$ cat config.mk
export PLATFORM = sky130hd
export DESIGN_NAME = resultCollector
export DESIGN_NICKNAME = d
export VERILOG_FILES = /design/src/trigPkg.sv /design/src/resultCollector.sv
export SDC_FILE = /design/constraint.sdc
export NUM_CORES = 1
export LEC_CHECK = 0
export ABC_AREA = 1
export BUFFER_PORTS_ARGS = -buffer_cell sky130_fd_sc_hd__buf_4
export CAP_MARGIN = 20
export CORE_ASPECT_RATIO = 1.75
export CORE_MARGIN = 3
export CORE_UTILIZATION = 50
export DETAILED_ROUTE_END_ITERATION = 10
export MAX_ROUTING_LAYER = met4
export PLACE_DENSITY = 0.84
export SYNTH_ARGS = -nofsm -noshare
export SYNTH_HDL_FRONTEND = slang
export SYNTH_SLANG_ARGS = --single-unit
$ cat constraint.sdc
create_clock -name clk -period 2.84 [get_ports clk]
set_input_delay 0.284 -clock clk [delete_from_list [all_inputs] [get_ports clk]]
set_output_delay 0.284 -clock clk [all_outputs]
set_load 0.02 [all_outputs]
$ cat src/trigPkg.sv
package trigPkg;

	//////////////////////////////////////////////////
	// Number format
	//////////////////////////////////////////////////

	// Angle is Q2.8 plus sign
	localparam int INT_BITS = 2;
	localparam int DEC_BITS = 8;
	localparam int ANGLE_W = INT_BITS + DEC_BITS + 1;
	// Result is Q1.8 plus sign
	localparam int SINE_W = DEC_BITS + 2;
	localparam int TAG_W = 8;

	//////////////////////////////////////////////////
	// Register map, word addresses
	//////////////////////////////////////////////////

	localparam logic [1:0] ADDR_ANGLE = 2'd0;
	localparam logic [1:0] ADDR_RESULT = 2'd1;
	localparam logic [1:0] ADDR_STATUS = 2'd2;

	// Dispatcher to lane
	typedef struct packed {
		logic [TAG_W-1:0] tag;
		logic signed [ANGLE_W-1:0] angle;
	} sineReq_t;

	// Lane to collector and through the FIFO
	typedef struct packed {
		logic [TAG_W-1:0] tag;
		logic signed [SINE_W-1:0] value;
	} sineRes_t;

endpackage

$ cat src/resultCollector.sv
`timescale 1ns/10ps

module resultCollector #(
	parameter int numLanes = 4,
	parameter int fifoDepth = 8
) (
	input  logic clk,
	input  logic arstN,
	input  trigPkg::sineRes_t laneRes [numLanes],
	input  logic [numLanes-1:0] laneResValid,
	output logic [numLanes-1:0] laneResTake,
	output trigPkg::sineRes_t head,
	output logic headValid,
	input  logic pop,
	output logic [7:0] level,
	output logic drained
);
	import trigPkg::*;

	localparam int ptrW = (numLanes > 1) ? $clog2(numLanes) : 1;
	localparam int addrW = (fifoDepth > 1) ? $clog2(fifoDepth) : 1;
	localparam int cntW = $clog2(fifoDepth + 1);

	sineRes_t mem [fifoDepth];
	logic [ptrW-1:0] lanePtr;
	logic [addrW-1:0] wrPtr;
	logic [addrW-1:0] rdPtr;
	logic [cntW-1:0] count;
	logic full;
	logic popEn;

	assign full = (count == cntW'(fifoDepth));
	assign headValid = (count != '0);
	assign head = mem[rdPtr];
	assign level = 8'(count);
	assign popEn = pop && headValid;

	// Only the lane whose turn it is may hand over a result
	assign drained = laneResValid[lanePtr] && !full;

	always_comb begin
		laneResTake = '0;
		laneResTake[lanePtr] = drained;
	end

	//////////////////////////////////////////////////
	// Pointers and level
	//////////////////////////////////////////////////

	always_ff @(posedge clk or negedge arstN) begin
		if (!arstN) begin
			lanePtr <= '0;
			wrPtr <= '0;
			rdPtr <= '0;
			count <= '0;
		end else begin
			if (drained) begin
				lanePtr <= (lanePtr == ptrW'(numLanes - 1)) ? '0 : lanePtr + 1'b1;
				wrPtr <= (wrPtr == addrW'(fifoDepth - 1)) ? '0 : wrPtr + 1'b1;
			end
			if (popEn)
				rdPtr <= (rdPtr == addrW'(fifoDepth - 1)) ? '0 : rdPtr + 1'b1;
			if (drained && !popEn)
				count <= count + 1'b1;
			else if (popEn && !drained)
				count <= count - 1'b1;
		end
	end

	always_ff @(posedge clk) begin
		if (drained)
			mem[wrPtr] <= laneRes[lanePtr];
	end

endmodule

### After elaboration in Yosys (flattened, before gate mapping)

Memories as Yosys holds them, arrays and structs flattened.
Cells that the tools add are included.

* output and inout bits: 32
* word-level logic and storage cells: 43
* flip-flop bits (word level): 12
* memories: 1
* bits in writable memories: 144
* bits of input ports: 79

* $lt $le $gt $ge: 3
* add/subtract/negate cells: 5
* reduce and logical (&&, ||, !) cells: 10
* eq/ne operators: 4
* muxes and demuxes: 14
* bitwise logic cells: 2

Memory list
* mem: depth 8, bits a word 18, read ports 1, clocked after Yosys merged registers in 0, write ports 1, line resultCollector.sv:24 `sineRes_t mem [fifoDepth];`

Operator list (count)
* binary-select mux 18 bit (select 2 bit): 1
* 2-to-1 mux 18 bit: 2
* 2-to-1 mux 4 bit: 2
* adder 3 x 1 -> 3 bit (second input constant): 2
* == test 3 bit (second input constant): 2
* 2-to-1 mux 3 bit: 2
* logical AND 1 bit: 5
* adder 4 x 1 -> 4 bit (second input constant): 1
* AND 4 bit: 1
* == test 4 bit (second input constant): 1
* 2-to-1 mux 1 bit: 4
* nonzero test 4 bit: 1
* subtractor 4 x 1 -> 4 bit (second input constant): 1
* >= comparator 3 bit (second input constant): 1
* zero test 1 bit: 3
* less-than comparator 2 x 3 -> 1 bit (second input constant): 1
* inverter 2 -> 3 bit: 1
* adder 2 x 1 -> 2 bit (second input constant): 1
* binary-select mux 1 bit (select 2 bit): 1
* demux 1 bit (select 2 bit): 1
* == test 2 bit (second input constant): 1
* >= comparator 2 x 1 -> 1 bit (second input constant): 1
* 2-to-1 mux 2 bit: 1
* nonzero test 2 bit: 1

### Depth between registers and ports, before layout

* word-level depth: 7
* mapped depth: 16
* mapped depth without buffers: 15

### Worst setup path before layout

No wires, ideal clock.

* path kind: register -> register
* from: register count[1]
* to: register count[3]
* cell stages (with the launch flop): 15
* clock period less this slack: 2293 ps
* library setup time: 117 ps
* data required time: 2723 ps
* path slack: 547 ps
* arrival: 2176 ps
* buffers on the path: 1
* cell sequence: dfrtp_1 nor2_1 nand3b_2 nand2_4 buf_6 inv_2 ha_1 inv_1 ha_1 nor2_1 inv_1 nand2_1 nand2_1 nand3_1 nand2_1

* cells in the longest elaborated chain, start to end: 6
* elaborated cells on any way between the ends: 14
* classes of those cells: add/sub (2); eq/ne (1); mux (2); reduce/logical (9)

Ends and longest elaborated chain
* start, declared: line resultCollector.sv:28 `logic [cntW-1:0] count;`
* start signal, assigned: line resultCollector.sv:64 `count <= count + 1'b1;`
* start signal, assigned: line resultCollector.sv:66 `count <= count - 1'b1;`
* == test 4 bit (*): line resultCollector.sv:32 `assign full = (count == cntW'(fifoDepth));`
* zero test 1 bit (*): line resultCollector.sv:39 `assign drained = laneResValid[lanePtr] && !full;`
* logical AND 1 bit (*): line resultCollector.sv:39
* net drained: line resultCollector.sv:16 `output logic drained`
* zero test 1 bit: line resultCollector.sv:65 `else if (popEn && !drained)`
* logical AND 1 bit: line resultCollector.sv:65
* nonzero test 2 bit (no source line)

Mark *: on every way through the listed nets, which the timed path passes. The rest lies on a longest branch. The select of a mux whose other input is x is not followed.
A chain may end at the register's enable or synchronous reset.

### Worst setup path after layout

* from: register lanePtr[0]
* to: register count[3]

* cells in the longest elaborated chain, start to end: 6
* elaborated cells on any way between the ends: 8
* classes of those cells: mux (3); reduce/logical (5)

Ends and longest elaborated chain
* start, declared: line resultCollector.sv:25 `logic [ptrW-1:0] lanePtr;`
* start signal, assigned: line resultCollector.sv:58 `lanePtr <= (lanePtr == ptrW'(numLanes - 1)) ? '0 : lanePtr + 1'b1;`
* binary-select mux 1 bit (select 2 bit) (*): line resultCollector.sv:39
* 2-to-1 mux 1 bit (not written as such) (*): line resultCollector.sv:39
* logical AND 1 bit (*): line resultCollector.sv:39
* zero test 1 bit: line resultCollector.sv:65
* logical AND 1 bit: line resultCollector.sv:65
* nonzero test 2 bit (no source line)

Every way passes the cells marked *; elsewhere a longest branch is shown, timed or not. The select of a mux whose other input is x is not followed.

==> impl_metrics.env <==
export IMPL_max_slew_worst_pin_slew_ps=799
export IMPL_grt_start_max_net_pins=75
export IMPL_routed_wl_mm=16.8
export IMPL_area_taken_by_multi_input_logic_gates_um2=2220
export IMPL_firstDrtPassIters=5
export IMPL_worst_ep_arrival_time_ps=2680
export IMPL_tritoncts_clock_tree="built"
export IMPL_most_used_cells_in_the_layout_excluding_fill_and_tap_cells="sky130_fd_sc_hd__nor2_1 (194), sky130_fd_sc_hd__edfxtp_1 (144), sky130_fd_sc_hd__buf_4 (125), sky130_fd_sc_hd__nand2_1 (119), sky130_fd_sc_hd__o21ai_0 (100)"
export IMPL_r2r_start="lanePtr[0]"
export IMPL_insertion_delay_ps=420
export IMPL_antennaDiodeCount=0
export IMPL_postRouteAntennaNets=0
export IMPL_filler_cell_count=1074
export IMPL_cts_clock_pin_slew_for_the_worst_setup_and_hold_paths_ps=60
export IMPL_remaining_drcs=0
export IMPL_layout_worst_path_cycle_share_pct=83.4
export IMPL_clock_sink_count=156
export IMPL_routed_wire_length_per_instance_um=16.8
export IMPL_power_per_cell_area_nw_per_um2=1230
export IMPL_ioPinCount=111
export IMPL_netlist_area_um2=7200
export IMPL_setup_tns_final_ps=0
export IMPL_total_setup_violations_reported_at_the_end_of_the_flow=0
export IMPL_dieArea_um2=15900
export IMPL_design_power_total_w=0.0107
export IMPL_r2r_setup_slack_ps=470
export IMPL_antenna_violations_before_repair=0
export IMPL_htreeDepth=4
export IMPL_netlist_instances=705
export IMPL_detailroute_via_count=5410
export IMPL_groute_usage_overall_pct=22.2
export IMPL_first_pass_grt_wire_length_mm=26.8
export IMPL_count_of_standard_cell_rows=57
export IMPL_startpoint_type="flip-flop"
export IMPL_worstRegToRegCells=15
export IMPL_drt_iter0_markers=348
export IMPL_count_of_flip_flops_with_a_built_in_enable_after_synthesis=144
export IMPL_root_buffer="sky130_fd_sc_hd__clkbuf_16"
export IMPL_first_global_vias=5491
export IMPL_postSynth_asyncResetShare_pct=7.69
export IMPL_slew_viol_final=0
export IMPL_vdd_drop_max_mv=0.932
export IMPL_layout_min_cycle_time_ps=2370
export IMPL_drive_above_1_share_pct=20.8
export IMPL_outcome="completed"
export IMPL_endpoint_class_of_the_critical_path="flip-flop"
export IMPL_ys_warn_count=0
export IMPL_fin_util_pct=62.0
export IMPL_nNetsFinal=904
export IMPL_post_synth_cell_area_avg_um2=10.2
export IMPL_report_final_hold_viol_count=0
export IMPL_register_area_um2=4630
export IMPL_worst_ep_required_time_ps=3150
export IMPL_mostFrequentLayoutCell="sky130_fd_sc_hd__nor2_1"
export IMPL_ys_types=27
export IMPL_timing_rr_end="count[3]"
export IMPL_cts_root_to_sink_buffers=2
export IMPL_total_leakage_power_nw=3.48
export IMPL_post_drt_via_cell_ratio=5.40
export IMPL_max_cap_viol_count=0
export IMPL_crit_fanout=18
export IMPL_dieHeight_um=165
export IMPL_ys_seq_elements=156
export IMPL_syn_to_final_growth_pct=20.4
export IMPL_initial_utilization_pct=51.5
export IMPL_port_buffers=106
export IMPL_synth_seq_area_share_pct=64.3
export IMPL_yosys_most_used_dff="sky130_fd_sc_hd__edfxtp_1"
export IMPL_crit_type="flip-flop to flip-flop"
export IMPL_tritoncts_num_buffers=17
export IMPL_detailed_placer_s_ending_hpwl_mm=10.7
export IMPL_place_gp_congestion=0.908
export IMPL_timing_slew_headroom_pct=46.4
export IMPL_total_core_area_um2=14000
export IMPL_rsz0062_at_grt="false"
export IMPL_die_w_um=96.7
export IMPL_global_route_overflow_total=0
export IMPL_final_setup_skew_ps=9.15
export IMPL_post_cts_resized=0
export IMPL_hold_path_class="input port to async pin"
export IMPL_max_freq_ghz=0.422
## critical path, cell delays in order, from the launching register on
cell                      delay [ps]
sky130_fd_sc_hd__dfrtp_1         410
sky130_fd_sc_hd__inv_2           200
sky130_fd_sc_hd__nand2_1          80
sky130_fd_sc_hd__nand3_1          90
sky130_fd_sc_hd__nand2_2         120
sky130_fd_sc_hd__nand2_4         240
sky130_fd_sc_hd__inv_2            60
sky130_fd_sc_hd__ha_1            240
sky130_fd_sc_hd__inv_1           140
sky130_fd_sc_hd__ha_1            270
sky130_fd_sc_hd__nor2_1          130
sky130_fd_sc_hd__inv_1            50
sky130_fd_sc_hd__nand2_1          60
sky130_fd_sc_hd__nand2_1          50
sky130_fd_sc_hd__nand3_1          80
sky130_fd_sc_hd__nand2_1          50
## report_power, final
part,switching [W],total (W),internal [W]
logic,0.00328,0.00486,0.00158
clock network,0.000859,0.00205,0.00119
registers,0.000238,0.00378,0.00355
## logic make-up after synthesis
family / share of synthesized area, %
simple gates: 18.5
flops: 64.3
compound gates: 9.42
buf+inv: 5.09
fa+ha+maj: 2.19
xor+xnor: 0.487
other cells: 0.0521
## flip-flops by register name, summed over array words and instances (netlist names)
signal / count
count: 4
lanePtr: 2
mem: 144
rdPtr: 3
wrPtr: 3
## routing by layer
metal / global-route usage (%) / vias up / wire length [um]
met4: 9.46 / 0 / 422
met5: - / - / 0
met3: 4.31 / 42 / 979
met2: 40.0 / 234 / 9210
li1: - / 2598 / -
met1: 23.8 / 2536 / 6200
## final cells by class
type	instances	area share, %
clock inverter	12	1.17
timing repair buffer	128	11.4
inverter	20	0.867
sequential	156	53.4
multi-input combinational	490	25.6
tap	177	2.56
clock buffer	19	5.00
## synthesized netlist by cell type, types with 3 or more instances
master                       n  area (um^2)
sky130_fd_sc_hd__ha_1       11          138
sky130_fd_sc_hd__a21oi_1     4         20.0
sky130_fd_sc_hd__dfrtp_1    12          300
sky130_fd_sc_hd__xnor2_1     3         26.3
sky130_fd_sc_hd__edfxtp_1  144         4320
sky130_fd_sc_hd__nor2_1    194          728
sky130_fd_sc_hd__nand2_1   119          447
sky130_fd_sc_hd__o21ai_1     9         45.0
sky130_fd_sc_hd__buf_2      10         50.1
sky130_fd_sc_hd__nor2_2      9         56.3
sky130_fd_sc_hd__o22ai_1    18          113
sky130_fd_sc_hd__buf_4       8         60.1
sky130_fd_sc_hd__clkbuf_1    9         33.8
sky130_fd_sc_hd__o21ai_0   100          500
sky130_fd_sc_hd__nand3_1    14         70.1
sky130_fd_sc_hd__inv_2       4         15.0
sky130_fd_sc_hd__buf_6      12          135
sky130_fd_sc_hd__inv_1      15         56.3
## worst max-delay path by stage
| stage | from | to | slack [ps] | cells past startpoint |
|---|---|---|---|---|
| detailed placement | lanePtr[0] | count[3] | 520 | 15 |
| CTS | lanePtr[0] | count[3] | 490 | 15 |
| global placement | lanePtr[0] | count[3] | 570 | 15 |
| global route | lanePtr[1] | count[3] | 280 | 14 |
| floorplan | count[1] | count[3] | 550 | 14 |
| finish | lanePtr[0] | count[3] | 470 | 15 |
## repair_timing
| item | in CTS | in global routing |
|---|---|---|
| hold endpoints to repair | 12 | 0 |
| hold buffers | 1 | 0 |
| setup buffers | 0 | 0 |
## per-stage QoR
step | area, um^2 | cells | hold slack, ps | worst slack, ps
3_5_place_dp | 8120 | 970 | 138 | 522
4_1_cts | 8660 | 1002 | 242 | 494
3_3_place_gp | 8120 | 970 | 140 | 569
2_1_floorplan | 7210 | 708 | -11.6 | 547
6_report | 8660 | 1002 | 250 | 472
5_1_grt | 8660 | 1002 | 258 | 278
No activity file was read; power rests on OpenSTA's default activity.
