**src/trigPkg.sv**
```systemverilog
package trigPkg;

	//////////////////////////////////////////////////
	// Number format
	//////////////////////////////////////////////////

	// Angle is Q2.8 plus sign
	localparam int INT_BITS = 2;
	localparam int DEC_BITS = 8;
	localparam int ANGLE_W = INT_BITS + DEC_BITS + 1;
	// Result is Q1.8 plus sign
	localparam int SINE_W = DEC_BITS + 2;
	localparam int TAG_W = 8;

	//////////////////////////////////////////////////
	// Register map, word addresses
	//////////////////////////////////////////////////

	localparam logic [1:0] ADDR_ANGLE = 2'd0;
	localparam logic [1:0] ADDR_RESULT = 2'd1;
	localparam logic [1:0] ADDR_STATUS = 2'd2;

	// Dispatcher to lane
	typedef struct packed {
		logic [TAG_W-1:0] tag;
		logic signed [ANGLE_W-1:0] angle;
	} sineReq_t;

	// Lane to collector and through the FIFO
	typedef struct packed {
		logic [TAG_W-1:0] tag;
		logic signed [SINE_W-1:0] value;
	} sineRes_t;

endpackage

```
**src/wbSineRegs.sv**
```systemverilog
`timescale 1ns/10ps

module wbSineRegs (
	input  logic clk,
	input  logic arstN,
	input  logic cyc,
	input  logic stb,
	input  logic we,
	input  logic [1:0] adr,
	input  logic [31:0] datW,
	output logic [31:0] datR,
	output logic ack,
	output logic signed [trigPkg::ANGLE_W-1:0] angle,
	output logic reqValid,
	input  logic reqReady,
	input  trigPkg::sineRes_t head,
	input  logic headValid,
	output logic pop,
	input  logic [7:0] level,
	input  logic issued,
	input  logic drained
);
	import trigPkg::*;

	logic active;
	logic [7:0] inFlight;

	// Masked during the ack cycle so one access is never taken twice
	assign active = cyc && stb && !ack;
	assign reqValid = active && we && (adr == ADDR_ANGLE);
	assign angle = datW[ANGLE_W-1:0];
	assign pop = active && !we && (adr == ADDR_RESULT) && headValid;

	always_ff @(posedge clk or negedge arstN) begin
		if (!arstN) begin
			ack <= 1'b0;
			inFlight <= '0;
		end else begin
			// Angle write waits for a free lane
			ack <= active && (!reqValid || reqReady);
			if (issued && !drained)
				inFlight <= inFlight + 1'b1;
			else if (drained && !issued)
				inFlight <= inFlight - 1'b1;
		end
	end

	always_ff @(posedge clk) begin
		if (active && !we) begin
			case (adr)
				ADDR_RESULT:
					datR <= headValid ?
						{1'b1, 7'b0, head.tag, {(16 - SINE_W){1'b0}}, head.value} : '0;
				ADDR_STATUS: datR <= {16'b0, inFlight, level};
				default: datR <= '0;
			endcase
		end
	end

endmodule
```
**config.mk**
```make
export PLATFORM = sky130hd
export DESIGN_NAME = wbSineRegs
export DESIGN_NICKNAME = d
export VERILOG_FILES = /design/src/trigPkg.sv /design/src/wbSineRegs.sv
export SDC_FILE = /design/constraint.sdc
export NUM_CORES = 1
export LEC_CHECK = 0
export BUFFER_PORTS_ARGS = -buffer_cell sky130_fd_sc_hd__clkbuf_2
export CAP_MARGIN = 20
export CORE_MARGIN = 2
export CORE_UTILIZATION = 38
export CTS_CLUSTER_SIZE = 14
export DETAILED_ROUTE_END_ITERATION = 6
export PLACE_DENSITY = 0.72
export SYNTH_ARGS = -nofsm -noshare
export SYNTH_HDL_FRONTEND = slang
export SYNTH_SLANG_ARGS = --single-unit
export TNS_END_PERCENT = 5
```
**constraint.sdc**
```tcl
create_clock -name clk -period 2 [get_ports clk]
set_clock_uncertainty 0.05 [all_clocks]
set_input_delay 0 -clock clk [delete_from_list [all_inputs] [get_ports clk]]
set_output_delay 0 -clock clk [all_outputs]
set_load 0.05 [all_outputs]
```
Word level (Yosys, flattened, before mapping)
Index checks and enable logic that the tools add are counted.
{ "classes": {"addsub": 2, "reduce_logical": 18, "n_mux": 4, "n_eq_ne": 2} }
{ "ops": {"columns": ["op", "count"], "rows": [
  ["$pmux 32 s2", 1],
  ["$mux 32", 1],
  ["$mux 8", 2],
  ["$logic_and 1x1->1", 10],
  ["$add 8x1->8 const B", 1],
  ["$sub 8x1->8 const B", 1],
  ["$logic_not 1->1", 5],
  ["$eq 2x1->1 const B", 1],
  ["$eq 2x2->1 const B", 1],
  ["$logic_not 2->1", 1],
  ["$reduce_bool 2->1", 1],
  ["$logic_or 1x1->1", 1]
]} }
{ "totals": {"wordCells": 29, "register_bits": 41} }

Depth between registers and ports, before layout
Gate-level depths: netlist of the first run.
{ "depth": {"depth_word": 7, "depth_mapped": 9, "ltp_nobuf": 9} }

Worst setup path before layout of the first run
No wires, ideal clock.
{ "synth_path": {"kind": "register to output", "start": "register ack", "end": "output port pop", "path_stages_with_launch": 4, "t_required_ns": 1.950, "path_buffers": 0, "setup_slack_ns": -0.584, "arrival_time_ns": 2.534, "path_cell_list": "dfrtp_1 nand3b_1 nor2_1 and3_1"} }
{ "synth_via": {"elab_chain_cells": 5} }
{ "synth_lines": {"columns": ["element", "line", "text"], "rows": [
  ["start, declared", "wbSineRegs.sv:12", "output logic ack,"],
  ["start signal, assigned", "wbSineRegs.sv:40", "ack <= active && (!reqValid || reqReady);"],
  ["$logic_not 1->1", "wbSineRegs.sv:29", "assign active = cyc && stb && !ack;"],
  ["$logic_and 1x1->1", "wbSineRegs.sv:29", null],
  ["$logic_and 1x1->1 (3 in a row)", "wbSineRegs.sv:32", "assign pop = active && !we && (adr == ADDR_RESULT) && headValid;"],
  ["end, declared", "wbSineRegs.sv:18", "output logic pop,"]
]} }
No other way between the ends.

Final worst setup path of the first run
{ "layout_path": {"start": "register inFlight[1]", "end": "register inFlight[7]"} }
{ "layout_via": {"elab_chain_cells": 3} }
{ "layout_lines": {"columns": ["element", "line", "text"], "rows": [
  ["start, declared", "wbSineRegs.sv:26", "logic [7:0] inFlight;"],
  ["start signal, assigned", "wbSineRegs.sv:42", "inFlight <= inFlight + 1'b1;"],
  ["start signal, assigned", "wbSineRegs.sv:44", "inFlight <= inFlight - 1'b1;"],
  ["$sub 8x1->8", "wbSineRegs.sv:44", null],
  ["$mux 8", "wbSineRegs.sv:43", "else if (drained && !issued)"],
  ["$mux 8 (*)", "wbSineRegs.sv:41", "if (issued && !drained)"]
]} }
Every way passes the cells marked *; elsewhere a longest branch is shown, timed or not. The select of a mux whose other input is x is not followed.
A chain may end at the register's enable or synchronous reset.

==> impl_results.md, run 1 <==
* Status: complete, no violations
* R2R Setup Slk at 0.1 ns
* WP data required at 2.15 ns
* Max Transition Viols Final at 0
* Routed via count at 1460
* GR Overflow Total at 0
* Share of cells above drive strength 1 at 34.4%
* # rows at 25
* Top-area cell type share of the netlist area at 41.3%
* Area growth syn-to-layout at 43.9%
* Final WL at 4080 um
* Main area contributors after synthesis: edfxtp_1, dfrtp_1, buf_4, ha_1, and2_1
* RSZ-0062 raised after global routing: false
* # IOs at 115
* FF-to-FF Start: inFlight[1]
* Area leader, netlist: edfxtp_1
* Antenna Cells at 0
* Initial cell density of the core at 39.0%
* Synth Register Bits at 34
* TritonCTS clock tree: built
* Max stage delay on crit path at 0.45 ns
* Cell Pwr Density at 950 nW/um^2
* TritonCTS Buffers at 5
* DR WL/cell at 13.3 um
* Area of placed instances at 2130 sq um
* Initial antenna violation count at 0
* Placer's final routability congestion estimate at 0.793
* Yosys cell types at 33
* Via density per instance at 4.76
* Hold slack final at 0.0182 ns
* Max Root-Sink Buffers at 2
* Pin count of the biggest net entering global routing at 26
* Worst skew pair latency at 0.27 ns
* Critical Path Start Type: flip-flop
* DRC viols at 0
* Chip Height at 73.1 um
* WS Path Type: reg -> reg
* Worst Max-Slew Pin Slew at 0.628 ns
* Postcts setup bufs at 0
* YS warnings at 0
* First-pass DRT Iterations at 4
* Clk root buf: clkbuf_8
* Final Util at 56.1%
* Cell Area, Synth at 1820 sq um
* CP max FO at 4
* First-pass GRT wire length at 6240 um
* 1st-iter DRT viols at 73
* Hold path start: we
* Critical Path AT at 2.06 ns
* Setup TNS at 0 ns
* Post-synthesis cell count at 152
* Vias in the first global route at 1470
* Final HPWL DP at 2470 um
* Routed Antenna Nets at 0
* Hold WC Path Type: in -> reg
* Fin crit period at 1.90 ns
* Leakage at 1.18 nW
* CP max stage cell: dfrtp_1
* Final Power at 2.48 mW
* Max IR drop VDD at 0.347 mV
* CP cell instances: ha_4 > a211oi_2 > nor2_2 > a31oi_1 > mux2_4 > o2bb2ai_2
* Crit end category: flip-flop
* H-tree depth at 2
* Ys async rst share at 26.5%
* Sequential share of the synthesized area at 53.7%
* CTS clk-pin slew, worst paths at 0.06 ns
* Fillers at 376
* Number of synthesized flops with an enable pin at 25
* Avg Synthesized Cell Area at 12.0 sq um
* Final instance area at 2620 sq um
* Period utilization at 95.2%
* Die area at 5350 sq um
* Relative slew slack at 58.1%
* Final setup viols at 0
* Port bufs at 64
* Maximum clock frequency at 525 MHz
* Hold Vio Cnt, Final at 0
* Final nets at 332
* Sink Count at 34
* GRT Resource Usage Total at 15.4%
* Crit path from: inFlight[1]
* Core Area at 4660 sq um
* Die W at 73.1 um
* Number of max-cap violations at 0
* Post-synth top flop: edfxtp_1
-- path summary, 6_finish.rpt --
path / depth (start not counted) / to
min in group asynchronous: 2 / inFlight[7]
hold reg to reg: 2 / inFlight[5]
setup / recovery: 6 / inFlight[7]
hold / removal: 4 / ack
setup reg to reg: 6 / inFlight[7]
max in group asynchronous: 2 / inFlight[4]
-- critical path, delay by kind of cell (launching register included) --
kind / cells / cell delay, ns
AO/OA/AOI/OAI: 3 / 0.64
adder cells (fa/ha/maj): 1 / 0.27
flip-flops: 1 / 0.45
multiplexers: 1 / 0.33
AND/OR/NAND/NOR: 1 / 0.11
-- placed cells by master, fill, tap and decap left out, drive strengths merged, types with 3 or more instances in the layout --
cell | netlist | routed
a22o | 10 | 10
xnor2 | 4 | 4
clkbuf | 4 | 69
ha | 10 | 10
and2 | 15 | 15
edfxtp | 25 | 25
clkinv | 0 | 3
inv | 6 | 6
a21oi | 5 | 5
buf | 19 | 7
conb | 1 | 7
dlygate4sd3 | 0 | 39
dfrtp | 9 | 9
and3 | 3 | 3
o21ai | 9 | 9
nor2 | 7 | 7
nand2 | 9 | 9
-- report_power, final --
part           leakage [nW]  switching (mW)  total [mW]  internal [mW]
clock network        0.0407           0.224       0.456          0.232
logic                 0.815           0.590        1.08          0.485
registers             0.325          0.0830       0.953          0.870
total                  1.18           0.897        2.48           1.59
-- stage by stage --
step | setup slack (ns) | cells
floorplan | 0.106 | 158
global placement | 0.0780 | 260
detailed placement | 0.0213 | 260
CTS | 0.0529 | 307
global route | 0.0123 | 307
finish | 0.0965 | 307
-- Yosys cell counts, types with 5 or more instances --
cell type and number:
dfrtp_1 9, ha_1 10, buf_4 18, o21ai_1 7
inv_1 6, a22o_1 9, nor2_1 6, nand2_1 9
edfxtp_1 25, and2_1 15, a21oi_1 5
-- layer usage --
layer  GRT usage (%)  share of wire, %
met5               0                 0
met1            15.2                36
met2            29.3                54
met3            3.18               8.0
met4            8.44               2.5
-- layout make-up --
class,instances,area (sq um),area share (%)
Clock buffer,5,68.8,2.63
Timing Repair Buffer,110,763,29.2
Tap cell,54,67.6,2.58
Multi-Input combinational cell,95,706,27.0
Clock inverter,3,11.3,0.431
Sequential cell,34,976,37.3
Inverter,6,22.5,0.861
-- cell families (layout without fill, tap and decap cells) --
group                      after synthesis  count (layout)  share of synthesized area, %
buffers and inverters                   29             124                          9.78
AOI/OAI and AO/OA                       32              32                          13.4
adders and majority gates               11              11                          7.99
DFF                                     34              34                          53.7
xor gates and xnor gates                 6               6                          2.89
muxes                                    2               2                          1.45
other                                    1               7                         0.206
and+or+nand+nor                         37              37                          10.6
-- registers in the layout (all words and copies together), names as in the netlist --
signal    count
ack           1
datR         25
inFlight      8
-- what timing repair did --
item	in CTS	in global routing
resized for setup	0	1
hold endpoints to repair	39	0
setup endpoints to repair	0	1
hold buffers	39	0
No activity file was read; power rests on OpenSTA's default activity.
==> inputs of run 2 (changes only) <==
--- a/config.mk
+++ b/config.mk
@@ -8,10 +8,10 @@
 export BUFFER_PORTS_ARGS = -buffer_cell sky130_fd_sc_hd__clkbuf_2
 export CAP_MARGIN = 20
 export CORE_MARGIN = 2
-export CORE_UTILIZATION = 38
+export CORE_UTILIZATION = 46
 export CTS_CLUSTER_SIZE = 14
 export DETAILED_ROUTE_END_ITERATION = 6
-export PLACE_DENSITY = 0.72
+export PLACE_DENSITY = 0.82
 export SYNTH_ARGS = -nofsm -noshare
 export SYNTH_HDL_FRONTEND = slang
 export SYNTH_SLANG_ARGS = --single-unit
==> constraint.sdc (replaced) <==
create_clock -name clk -period 2.4 [get_ports clk]
set_clock_uncertainty 0.05 [all_clocks]
set_input_delay 0 -clock clk [delete_from_list [all_inputs] [get_ports clk]]
set_output_delay 0 -clock clk [all_outputs]
set_load 0.05 [all_outputs]
==> impl_results.md, run 2 (synthesized netlist as in run 1, its figures left out) <==
* GR Overflow Total at 0
* WS Path Type: reg -> reg
* Final HPWL DP at 2580 um
* 1st-iter DRT viols at 114
* Number of max-cap violations at 0
* Relative slew slack at 60.5%
* GRT Resource Usage Total at 22.0%
* Max stage delay on crit path at 0.43 ns
* First-pass GRT wire length at 6960 um
* Largest registers: datR: 25 flops, inFlight: 8 flops, ack: 1 flops
* H-tree depth at 2
* Critical Path Start Type: flip-flop
* Die area at 4470 sq um
* Die W at 66.8 um
* Fillers at 248
* Biggest register: datR
* Max Root-Sink Buffers at 2
* Final WL at 4630 um
* CP max stage cell: dfrtp_1
* Commonest non-fill, non-tap cells in the layout: clkbuf_2, dlygate4sd3_1, edfxtp_1, and2_1, ha_1
* First-pass DRT Iterations at 4
* Cell Pwr Density at 841 nW/um^2
* Sink Count at 34
* Crit end category: flip-flop
* Placer's final routability congestion estimate at 0.710
* Chip Height at 66.8 um
* Area of the multi-input gates at 688 sq um
* Hold WC Path Type: in -> async
* Share of cells above drive strength 1 at 32.5%
* Leakage at 1.17 nW
* # IOs at 115
* Status: complete, no violations
* Number of flip-flops in the largest register at 25
* Routed Antenna Nets at 0
* # rows at 22
* TritonCTS Buffers at 5
* Pin count of the biggest net entering global routing at 27
* Port bufs at 64
* Fin crit period at 1.92 ns
* Routed via count at 1519
* Period utilization at 80.1%
* CP max FO at 4
* Core Area at 3720 sq um
* Max Transition Viols Final at 0
* Gates resized, CTS repair at 0
* Initial cell density of the core at 48.9%
* Buf/Inv on CP at 0
* Most common cell after layout, fill and taps aside: clkbuf_2
* Max IR drop VDD at 0.455 mV
* Setup TNS at 0 ns
* Vias in the first global route at 1491
* Antenna Cells at 0
* Initial antenna violation count at 0
* TritonCTS clock tree: built
* Via density per instance at 5.11
* Postcts setup bufs at 0
* Worst path top cell family by delay: compound AO/OA/AOI/OAI gates
* Final nets at 328
* Clk root buf: clkbuf_8
* WP data required at 2.57 ns
* Post-Layout Cell Count at 297
* Worst skew pair latency at 0.29 ns
* DR WL/cell at 15.6 um
* Final setup viols at 0
* Maximum clock frequency at 521 MHz
* Placed Instances at 248
* DRC viols at 0
* CTS clk-pin slew, worst paths at 0.07 ns
* RSZ-0062 raised after global routing: false
* Area growth syn-to-layout at 42.6%
* Critical Path AT at 2.09 ns
* CP cell instances: ha_1 > a211oi_2 > nor2_2 > a31oi_1 > mux2_4 > o2bb2ai_2
* Worst Max-Slew Pin Slew at 0.592 ns
* Hold Vio Cnt, Final at 0
* Reg area at 976 sq um
-- run 2: cell count changes in the layout (fill, tap and decap cells not counted), sizes merged --
cell	previous run	this run
clkbuf	69	71
clkinv	3	0
dlygate4sd3	39	41
bufinv	0	1
buf	7	1
-- run 2: what timing repair did --
item | 4_1_cts | 5_1_grt
hold endpoints to repair | 39 | 0
hold buffers | 41 | 0
setup endpoints to repair | 0 | 0
-- run 2: layout make-up --
cell class	instances	area share, %
Timing Repair Buffer	106	28.5
Inverter	6	0.869
Sequential cell	34	37.7
Clock inverter	1	1.16
Tap cell	48	2.32
Clock buffer	7	2.95
Multi-Input combinational cell	95	26.6
-- run 2: path summary, 6_finish.rpt --
| kind | startpoint | to | slack (ns) | cells after the start |
|---|---|---|---|---|
| min in group clk | we | datR[8] | 0.22 | 3 |
| max in group asynchronous | arstN | inFlight[3] | 2.04 | 2 |
| worst max-delay path | inFlight[1] | inFlight[7] | 0.48 | 6 |
| worst min-delay path | arstN | inFlight[2] | 0.05 | 2 |
| worst min register to register | inFlight[6] | inFlight[6] | 0.47 | 2 |
| worst max register to register | inFlight[1] | inFlight[7] | 0.48 | 6 |
-- run 2: routing by layer --
metal	vias to the layer above	track usage, %	routed length, um
li1	709	-	-
met1	705	22.9	1680
met2	93	40.5	2360
met3	12	5.74	465
met4	0	10.7	112
met5	-	0	0
-- run 2: report_power, final --
| part | leakage, nW | total, mW | switching (mW) | internal [mW] |
|---|---|---|---|---|
| Combinational | 0.798 | 0.860 | 0.486 | 0.374 |
| Clock | 0.0524 | 0.512 | 0.202 | 0.310 |
| Sequential | 0.325 | 0.807 | 0.0813 | 0.725 |
-- run 2: per-stage QoR --
stage / power (mW) / instance area (sq um) / util (%) / hold slack (ns) / worst slack, ns
2_1_floorplan: 1.47 / 1840 / - / -0.346 / 0.238
3_3_place_gp: 1.53 / 2070 / 55.8 / -0.183 / 0.381
3_5_place_dp: 1.56 / 2070 / 55.8 / -0.178 / 0.318
4_1_cts: 2.14 / 2590 / 69.7 / 0.0573 / 0.467
5_1_grt: 2.31 / 2590 / 69.7 / 0.0758 / 0.380
6_report: 2.18 / 2590 / 69.7 / 0.0530 / 0.479
-- run 2: worst register-to-register path, stage by stage (launching register included) --
cell and delay, ns:
dfrtp_1 0.43, ha_1 0.34, a211oi_2 0.25, nor2_2 0.09, a31oi_1 0.24, mux2_4 0.33
o2bb2ai_2 0.12
