### config.mk
export PLATFORM = sky130hd
export DESIGN_NAME = laneDispatcher
export DESIGN_NICKNAME = d
export VERILOG_FILES = /design/src/trigPkg.sv /design/src/laneDispatcher.sv
export SDC_FILE = /design/constraint.sdc
export NUM_CORES = 1
export LEC_CHECK = 0
export ABC_AREA = 1
export ABC_CLOCK_PERIOD_IN_PS = 2100
export BUFFER_PORTS_ARGS = -buffer_cell sky130_fd_sc_hd__buf_2
export CAP_MARGIN = 15
export CORE_UTILIZATION = 47
export DETAILED_ROUTE_END_ITERATION = 12
export MAX_ROUTING_LAYER = met4
export PLACE_DENSITY = 0.83
export SYNTH_ARGS = -nofsm -noshare
export SYNTH_HDL_FRONTEND = slang
export SYNTH_SLANG_ARGS = --single-unit
### constraint.sdc
create_clock -name clk -period 2.1 [get_ports clk]
set_input_delay 0.105 -clock clk [delete_from_list [all_inputs] [get_ports clk]]
set_output_delay 0.105 -clock clk [all_outputs]
set_load 0.03 [all_outputs]
### src/trigPkg.sv
package trigPkg;

	//////////////////////////////////////////////////
	// Number format
	//////////////////////////////////////////////////

	// Angle is Q2.8 plus sign
	localparam int INT_BITS = 2;
	localparam int DEC_BITS = 8;
	localparam int ANGLE_W = INT_BITS + DEC_BITS + 1;
	// Result is Q1.8 plus sign
	localparam int SINE_W = DEC_BITS + 2;
	localparam int TAG_W = 8;

	//////////////////////////////////////////////////
	// Register map, word addresses
	//////////////////////////////////////////////////

	localparam logic [1:0] ADDR_ANGLE = 2'd0;
	localparam logic [1:0] ADDR_RESULT = 2'd1;
	localparam logic [1:0] ADDR_STATUS = 2'd2;

	// Dispatcher to lane
	typedef struct packed {
		logic [TAG_W-1:0] tag;
		logic signed [ANGLE_W-1:0] angle;
	} sineReq_t;

	// Lane to collector and through the FIFO
	typedef struct packed {
		logic [TAG_W-1:0] tag;
		logic signed [SINE_W-1:0] value;
	} sineRes_t;

endpackage

### src/laneDispatcher.sv
`timescale 1ns/10ps

module laneDispatcher #(
	parameter int numLanes = 4
) (
	input  logic clk,
	input  logic arstN,
	input  logic signed [trigPkg::ANGLE_W-1:0] angle,
	input  logic reqValid,
	output logic reqReady,
	output trigPkg::sineReq_t laneReq,
	output logic [numLanes-1:0] laneReqValid,
	input  logic [numLanes-1:0] laneReqReady,
	output logic issued
);
	import trigPkg::*;

	localparam int ptrW = (numLanes > 1) ? $clog2(numLanes) : 1;

	logic [ptrW-1:0] ptr;
	logic [TAG_W-1:0] tag;

	// Request goes to every lane, only the selected one sees valid
	assign laneReq.tag = tag;
	assign laneReq.angle = angle;

	always_comb begin
		laneReqValid = '0;
		laneReqValid[ptr] = reqValid;
	end

	assign reqReady = laneReqReady[ptr];
	assign issued = reqValid && reqReady;

	always_ff @(posedge clk or negedge arstN) begin
		if (!arstN) begin
			ptr <= '0;
			tag <= '0;
		end else if (issued) begin
			ptr <= (ptr == ptrW'(numLanes - 1)) ? '0 : ptr + 1'b1;
			// Tag wraps naturally at 256
			tag <= tag + 1'b1;
		end
	end

endmodule

Yosys cells after proc, flatten, opt, wreduce, memory -nomap -nowiden
Index checks and enable logic that the tools add are counted.
{"block": "op_classes", "mux": 5, "bitwise_logic": 1, "magnitude_cmp": 2, "add_sub_neg": 2, "n_eq_ne": 1, "n_reduce_logical": 2}
{"operator": "adder 8 x 1 -> 8 bit, second input constant", "count": 1}
{"operator": "bitwise AND 4 bit", "count": 1}
{"operator": "less-than comparator 2 x 3 -> 1 bit, second input constant", "count": 1}
{"operator": "adder 2 x 1 -> 2 bit, second input constant", "count": 1}
{"operator": "binary-select mux 1 bit (select 2 bit)", "count": 1}
{"operator": "demux 1 bit (select 2 bit)", "count": 1}
{"operator": "equality test 2 bit, second input constant", "count": 1}
{"operator": "greater-or-equal comparator 2 x 1 -> 1 bit, second input constant", "count": 1}
{"operator": "logical AND 1 bit", "count": 2}
{"operator": "two-way mux 1 bit", "count": 2}
{"operator": "two-way mux 2 bit", "count": 1}
{"block": "word_totals", "inputBits": 18, "elab_cells": 15, "regBits": 10}

Logic depth before layout (Yosys ltp)
Gate-level depths: netlist of the first run.
{"block": "logic_depth", "ltp_word": 5, "mapped_depth": 8}

Worst setup path after synthesis of the first run
Ideal clock, no wire load.
{"block": "synth_path", "kind": "reg2reg", "startpoint": "register tag[0]", "endpoint": "register tag[6]", "required_ps": 1982, "arrival_ps": 1246, "stages_incl_launch_ff": 7, "slack_ps": 736, "setup_time_ps": 118, "synth_period_minus_slack_ps": 1364, "path_cell_list": "dfrtp_1 ha_1 nand2_1 nor3_1 nand2_1 nand2_1 nand2_1"}
{"block": "synth_via", "elab_chain_len": 1}
{"item": "start: declaration", "line_no": "laneDispatcher.sv:21", "rtl": "logic [TAG_W-1:0] tag;"}
{"item": "start signal: assignment", "line_no": "laneDispatcher.sv:42", "rtl": "tag <= tag + 1'b1;"}
{"item": "adder 8 x 1 -> 8 bit", "line_no": "laneDispatcher.sv:42"}
No other way between the ends.
A chain may end at the register's enable or synchronous reset.

Final worst setup path of the first run
{"block": "layout_path", "startpoint": "register ptr[0]", "endpoint": "output issued"}
{"block": "layout_via", "elab_chain_len": 3}
{"item": "start: declaration", "line_no": "laneDispatcher.sv:20", "rtl": "logic [ptrW-1:0] ptr;"}
{"item": "start signal: assignment", "line_no": "laneDispatcher.sv:40", "rtl": "ptr <= (ptr == ptrW'(numLanes - 1)) ? '0 : ptr + 1'b1;"}
{"item": "binary-select mux 1 bit (select 2 bit)", "line_no": "laneDispatcher.sv:32", "rtl": "assign reqReady = laneReqReady[ptr];"}
{"item": "two-way mux 1 bit (implied by the code)", "line_no": "laneDispatcher.sv:32"}
{"item": "logical AND 1 bit", "line_no": "laneDispatcher.sv:33", "rtl": "assign issued = reqValid && reqReady;"}
{"item": "end: declaration", "line_no": "laneDispatcher.sv:14", "rtl": "output logic issued"}
No other way between the ends. The select of a mux whose other input is x is not followed.

==> results of run 1 <==
layout make-up:
| cell class | instances | area [µm²] |
|---|---|---|
| clock buffer | 3 | 22.5 |
| fill | 135 | 686 |
| inverter | 14 | 66.3 |
| multi-input combinational | 78 | 404 |
| sequential | 10 | 250 |
| tap | 16 | 20.0 |
| timing repair buffer | 21 | 110 |
where the power goes:
group | internal [µW] | leakage [µW] | switching (µW)
Combinational | 192 | 0.000396 | 419
Sequential | 249 | 0.000131 | 85.9
Clock | 66.1 | 0.0000138 | 62.4
cells by family (layout without fill, tap and decap cells):
| logic type | after synthesis | after routing | share of synthesized area, % |
|---|---|---|---|
| adders and majority gates | 5 | 5 | 7.79 |
| buffers and inverters | 25 | 38 | 18.5 |
| DFF | 10 | 10 | 31.2 |
| and+or+nand+nor | 71 | 71 | 40.3 |
| xor gates and xnor gates | 2 | 2 | 2.18 |
per-layer routing:
| layer | up-vias | global-route usage [%] | part of all wire (%) |
|---|---|---|---|
| li1 | 355 | - | - |
| met2 | 15 | 27.6 | 48 |
| met3 | 6 | 6.25 | 6.6 |
| met4 | 0 | 14.4 | 3.1 |
| met5 | - | - | 0 |
| met1 | 312 | 19.6 | 42 |
flip-flops by register name (all words and copies together) (netlist names):
signal / flops
tag: 8
ptr: 2
stage by stage:
step	power (µW)	hold WS, ns	util [%]	std cells	cell area (µm²)
final	1070	0.210	56.0	142	873
after detailed placement	951	-0.0228	53.9	138	841
after global placement	933	-0.0240	53.9	138	841
after global routing	1160	0.210	56.0	142	873
after floorplan	832	-0.191	-	113	803
after CTS	1090	0.210	56.0	142	873
how the worst max path moves through the flow:
stage / from / to / slack (ns) / cells past startpoint
floorplan: tag[0] / tag[6] / 0.74 / 6
global placement: ptr[0] / issued / 0.85 / 6
detailed placement: ptr[0] / issued / 0.80 / 6
CTS: ptr[0] / issued / 0.52 / 6
global route: ptr[0] / issued / 0.43 / 6
finish: ptr[0] / issued / 0.51 / 6
layout by cell type (no fill, tap or decap):
master / synthesis / layout
xor2_1: 2 / 2
nand2_2: 3 / 3
nand3_2: 3 / 3
nor2_8: 1 / 1
nor2_1: 5 / 5
nand2_4: 1 / 1
nand3_1: 5 / 5
clkbuf_4: 0 / 3
nor3_1: 1 / 1
dlygate4sd3_1: 0 / 1
dfrtp_1: 10 / 10
inv_1: 12 / 12
buf_2: 0 / 20
ha_1: 5 / 5
inv_2: 1 / 1
bufinv_8: 1 / 1
nand2_1: 52 / 52
repair_timing:
item                      CTS  global route
hold buffers                1             0
setup buffers               0             0
resized for setup           0             0
hold endpoints to repair   10             0
==> summary.md, run 1 <==
| Metric | Value |
|---|---|
| Outcome | `complete, but fails checks` |
| Violations in the final reports | `DRC` |
| Final HPWL from detailed placement | `1.13 mm` |
| Total count of hold-check failures in the final report | `0` |
| Highest fanout seen on the critical path | `9` |
| Die outline height | `43.3 µm` |
| Reg-to-reg critical path endpoint | `tag[6]` |
| Antenna Nets Post-Route | `0` |
| Maximum Capacitance Violations | `0` |
| RR Startpoint | `tag[0]` |
| Clock slew at the register clock pins of the worst setup and hold paths | `0.05 ns` |
| Worst setup margin | `0.513 ns` |
| Setup TNS after final layout | `0 ns` |
| Starting density of the core | `51.5%` |
| Core Region | `1560 µm²` |
| Yosys reg bits | `10` |
| Final clock period utilization by the worst path | `75.6%` |
| Nets@finish | `151` |
| Hold WC Path Type | `in -> out` |
| WL final | `1.48 mm` |
| Final routed DRC violation total | `12` |
| Post-synthesis average cell area | `7.11 µm²` |
| Instance count of the mapped netlist | `113` |
| Leak pwr | `0.000541 µW` |
| Most frequent cell after synthesis | `nand2_1` |
| Number of endpoints failing setup at the final stage | `0` |
| Crit-path leading delay family | `flip-flops` |
| Post-synth ARST share | `100%` |
| Layout cell share with drive strength beyond 1 | `26.2%` |
| List of most frequent post-synthesis cells | `52 x nand2_1, 12 x inv_1, 11 x buf_4, 10 x dfrtp_1` |
| Count of different cell masters after synthesis | `15` |
| Start point of the worst min-delay path | `angle[3]` |
| Number of I/O pins | `43` |
| Vias in the first global route | `601` |
| Area growth from synthesis to layout | `8.72%` |
| CP Buf/Inv Count | `2` |
| Via count | `688` |
| Mapped Nets | `136` |
| Wire length of the first global-routing pass | `2.40 mm` |
| Area share of the largest cell type after synthesis | `31.2%` |
| Number of clock sinks seen by CTS | `10` |
| Worst-case clock skew | `0.00914 ns` |
| Slew margin rel. | `82.6%` |
| Endpoint, Worst Hold | `laneReq[3]` |
| Final period demand of the worst path | `1.59 ns` |
| Post-Syn Area | `803 µm²` |
| Post-synthesis sequential area ratio | `31.2%` |
| Cells along the critical path | `inv_2 -> nand2_1 -> nand3_2 -> nand2_4 -> nor2_8 -> buf_2` |
| EDFF count, synth | `0` |
| Iter 0 DRT Violations | `23` |
| IO Port Bufs | `20` |
| Slowest Stage Delay on Critical Path | `0.46 ns` |
| Setup crit end kind | `output pin` |
| Antenna violations before repair | `0` |
| Drt first pass iters | `8` |
| CTS tree | `done` |
| Residual overflow from global routing | `0` |
| Largest cells by area after synthesis | `dfrtp_1 31%, nand2_1 24%, buf_4 10%` |
| Number of buffers added by the clock tree synthesis step | `3` |
| Arrival time at the worst endpoint | `1.48 ns` |
| Overall track demand over capacity in global routing | `18.3%` |
| Final weighted congestion of routability-driven global placement | `0.789` |
| Critical Path Slowest Stage Cell | `dfrtp_1` |
| Unrepaired setup endpoints after global routing | `no` |
| Die area | `1880 µm²` |
| Level count of the clock H-tree | `1` |
| Clock Root Buffer | `clkbuf_4` |
| Pre-CTS setup slack | `0.804 ns` |
| Start-to-end type of the worst setup path | `reg -> out` |
| Setup slack of the worst register-to-register path | `0.86 ns` |
| Worst Setup Start Kind | `register` |
| Max Transition Viols Final | `0` |
| Length in cells of the worst reg-to-reg path | `6` |
| Clock latency on the worst-skew pair | `0.27 ns` |
| Die span in x | `43.3 µm` |
| Transition time at the pin with the least slew margin | `0.261 ns` |
| Number of antenna cells inserted | `0` |
| Leading area contributor after synthesis | `dfrtp_1` |
| Largest net degree at the start of global routing | `11` |
| Site Rows | `14` |
| Buffer levels on the longest clock path | `2` |
| Most frequently used flop master after synthesis | `dfrtp_1` |
| Number of vias per cell | `4.85` |
| Achievable frequency | `630 MHz` |
| Final routed wire length divided by cell count | `10.4 µm` |
| Data required, critical path | `2.00 ns` |
| Worst VDD drop | `585 µV` |
| Cell area power density | `1230 nW/µm²` |
| Hold Path Cell Cnt | `0` |
| Yosys synthesis warning count | `0` |
(Power assumes the default switching activity.)
==> run 2: changes to the inputs <==
Settings changed: ABC_AREA 1 to 0, ABC_CLOCK_PERIOD_IN_PS 2100 to 1410, CORE_UTILIZATION 47 to 36, PLACE_DENSITY 0.83 to 0.74.
Clock period 2.1 ns to 1.41 ns, I/O delays scaled along.
==> run 2 against run 1 <==
Against the previous run:
- the flow finishes with violations (DRC, setup timing)
- global-route usage down 4.8 points
- worst hold slack got worse by 0.069 ns
- synthesized cell count down 50%
- sequential cell count did not move
- power increased by 80%
- register-to-register slack worse by 1.0 ns
- clock power up 45%
- clock skew decreased by 0.0087 ns
- highest routed layer is now met3
==> summary.md, run 2 <==
| Metric | Value |
|---|---|
| Number of vias per cell | `4.95 (+2.1%)` |
| Worst-case clock skew | `0.000483 ns (-0.00866 ns)` |
| Length in cells of the worst reg-to-reg path | `4 (-2)` |
| Worst Setup Start Kind | `register` |
| Die span in x | `44.0 µm (+1.5%)` |
| Via count | `450 (-35%)` |
| Total count of hold-check failures in the final report | `0 (unchanged)` |
| Top library cells by usage in the layout, fill and taps aside | `14 x buf_2, 10 x dfrtp_1, 8 x buf_6, 4 x xnor2_1` |
| Yosys synthesis warning count | `0 (unchanged)` |
| IO Port Bufs | `20 (unchanged)` |
| Unrepaired setup endpoints after global routing | `yes` |
| Slew margin rel. | `83.4% (+0.78 points)` |
| Final weighted congestion of routability-driven global placement | `0.780 (-1.1%)` |
| Final period demand of the worst path | `1.58 ns` |
| Cells along the critical path | `mux4_2 -> nand2_4 -> buf_6 -> inv_2 -> buf_6` |
| Worst setup path endpoint | `issued` |
| Critical Path Slowest Stage Cell | `mux4_2` |
| Vias in the first global route | `460 (-23%)` |
| Most common cell on crit path | `buf_6` |
| Max Transition Viols Final | `0 (unchanged)` |
| Number of endpoints failing setup at the final stage | `11 (+11)` |
| Wire length of the first global-routing pass | `1.88 mm (-22%)` |
| Setup slack of the worst register-to-register path | `-0.15 ns (-1.01 ns)` |
| List of most frequent post-synthesis cells | `11 x buf_4, 10 x dfrtp_1, 7 x xnor2_1, 5 x ha_1, 4 x and2_1` |
| Most common cell after layout, fill and taps aside | `buf_2` |
| Worst setup margin | `-0.173 ns (-0.686 ns)` |
| Largest net degree at the start of global routing | `11 (unchanged)` |
| EDFF count, synth | `0 (unchanged)` |
| Setup crit end kind | `output pin` |
| Number of buffers added by the clock tree synthesis step | `3 (unchanged)` |
| Clock Root Buffer | `clkbuf_4` |
| Level count of the clock H-tree | `1 (unchanged)` |
| CP Buf/Inv Count | `3 (+1)` |
| Die outline height | `44.0 µm (+1.5%)` |
| Instance count of the mapped netlist | `56 (-50%)` |
| CTS tree | `done` |
| Post-layout util | `54.8% (-1.2 points)` |
| Number of I/O pins | `43 (unchanged)` |
| Die area | `1930 µm² (+3.0%)` |
| Flip-flop count of the largest register after layout | `8 (unchanged)` |
| Final clock period utilization by the worst path | `112%` |
| WL final | `1.24 mm (-16%)` |
| Start-to-end type of the worst setup path | `reg -> out` |
| Cell count after placement | `84 (-39%)` |
| Iter 0 DRT Violations | `8 (-65%)` |
| Area growth from synthesis to layout | `36.3%` |
| Registers with the highest flip-flop counts | `tag: 8 flops, ptr: 2 flops` |
| Largest Register | `tag` |
| Layout cell share with drive strength beyond 1 | `61.3% (+35 points)` |
| Final HPWL from detailed placement | `833 µm (-26%)` |
| Clock latency on the worst-skew pair | `0.25 ns (-0.02 ns)` |
| Residual overflow from global routing | `0 (unchanged)` |
| Final routed wire length divided by cell count | `13.6 µm (+31%)` |
| Leading area contributor after synthesis | `dfrtp_1` |
| Buffer levels on the longest clock path | `2 (unchanged)` |
| Hold WC Path Type | `in -> out` |
| Post-synthesis sequential area ratio | `39.4% (+8.3 points)` |
| Worst VDD drop | `930 µV (+59%)` |
| Mapped Nets | `79 (-42%)` |
| Reg-to-reg critical path endpoint | `ptr[0]` |
| Transition time at the pin with the least slew margin | `0.249 ns (-0.0117 ns)` |
| Post-synth ARST share | `100% (unchanged)` |
| Violations in the final reports | `DRC, setup timing` |
| Most frequent cell after synthesis | `buf_4` |
| Crit-path leading delay family | `multiplexers` |
| Outcome | `complete, but fails checks` |
| Yosys reg bits | `10 (unchanged)` |
| Total power draw | `1940 µW (+80%)` |
| Hold slack final | `0.141 ns (-0.0690 ns)` |
| Fill cell total of the finished layout | `134 (-0.74%)` |
| Core Region | `1580 µm² (+1.1%)` |
| Overall track demand over capacity in global routing | `13.6% (-4.8 points)` |
| Arrival time at the worst endpoint | `1.51 ns (+0.03 ns)` |
| Non-Filler Instances | `91 (-36%)` |
| Final routed DRC violation total | `5 (-7)` |
| Data required, critical path | `1.34 ns (-0.66 ns)` |
| Leak pwr | `0.000445 µW (-18%)` |
| Slowest Stage Delay on Critical Path | `0.56 ns (+0.10 ns)` |
| Achievable frequency | `632 MHz` |
| Nets@finish | `100 (-34%)` |
| Number of antenna cells inserted | `0 (unchanged)` |
| Largest cells by area after synthesis | `dfrtp_1 39%, buf_4 13%, ha_1 9.9%` |
| Starting density of the core | `40.2% (-11 points)` |
| Clock slew at the register clock pins of the worst setup and hold paths | `0.06 ns (about the same)` |
| Count of different cell masters after synthesis | `15 (unchanged)` |
| Highest fanout seen on the critical path | `2 (-7)` |
| Post-synthesis average cell area | `11.3 µm² (+59%)` |
| Site Rows | `14 (unchanged)` |
| Antenna Nets Post-Route | `0 (unchanged)` |
| Worst setup path start | `ptr[0]` |
| Drt first pass iters | `7 (-1)` |
| Maximum Capacitance Violations | `0 (unchanged)` |
| Cell area power density | `2240 nW/µm² (+82%)` |
| Post-Syn Area | `634 µm² (-21%)` |
| Most frequently used flop master after synthesis | `dfrtp_1` |
| Antenna violations before repair | `0 (unchanged)` |
| Count of cell instances traversed by the critical path | `5 (-1)` |
| Area share of the largest cell type after synthesis | `39.4% (+8.3 points)` |
| RR Startpoint | `ptr[0]` |
| Number of clock sinks seen by CTS | `10 (unchanged)` |
## run 2: metrics by stage
stage          area (µm²)  worst slack (ns)  setup TNS [ns]
2_1_floorplan         634            -0.259           -1.07
3_3_place_gp          694          -0.00595         -0.0169
3_5_place_dp          694           -0.0317         -0.0911
4_1_cts               802            -0.191           -1.04
5_1_grt               865            -0.234           -1.71
6_report              865            -0.173           -1.10
## run 2: what timing repair did
action | CTS | global route
hold buffers | 1 | 0
buffers inserted | 4 | 1
resized for setup | 17 | 16
pin swaps | 1 | 5
endpoints found under the setup margin | 7 | 15
cloned | 0 | 0
endpoints found under the hold margin | 10 | 0
## run 2: logic make-up after synthesis
kind of cell	synth area share (%)
buf+inv	14.8
flops	39.4
mux	10.7
xor+xnor	9.66
fa+ha+maj	9.86
simple gates	15.6
## run 2: per-layer routing
| layer | vias up | share of wire (%) | global-route usage, % |
|---|---|---|---|
| met5 | - | 0 | - |
| met4 | 0 | 0 | 9.70 |
| met3 | 0 | 5.9 | 3.33 |
| met2 | 16 | 56 | 22.7 |
| met1 | 219 | 38 | 13.7 |
| li1 | 215 | - | - |
## run 2: how the worst min path moves through the flow
stage                     cells past startpoint  slack [ns]           to  startpoint
after floorplan                               0       -0.23       ptr[0]       arstN
after global placement                        1       -0.07       tag[7]       arstN
after detailed placement                      1       -0.05       tag[6]       arstN
after CTS                                     3        0.14       tag[2]    reqValid
after global routing                          0        0.14   laneReq[5]    angle[5]
final                                         0        0.14  laneReq[10]   angle[10]
## run 2: power breakdown
part | internal [µW] | switching [µW]
combinational | 582 | 618
clock | 98.2 | 88.1
sequential | 400 | 153
total | 1080 | 859
## run 2: area by class of cell
type                    count  area (µm²)  share of cell area, %
repair buffers             27         208                   24.0
well taps                  16        20.0                   2.32
multi-input cells          32         353                   40.8
clock buffers               3        22.5                   2.60
flip-flops and latches     10         250                   28.9
inverters                   3        11.3                   1.30
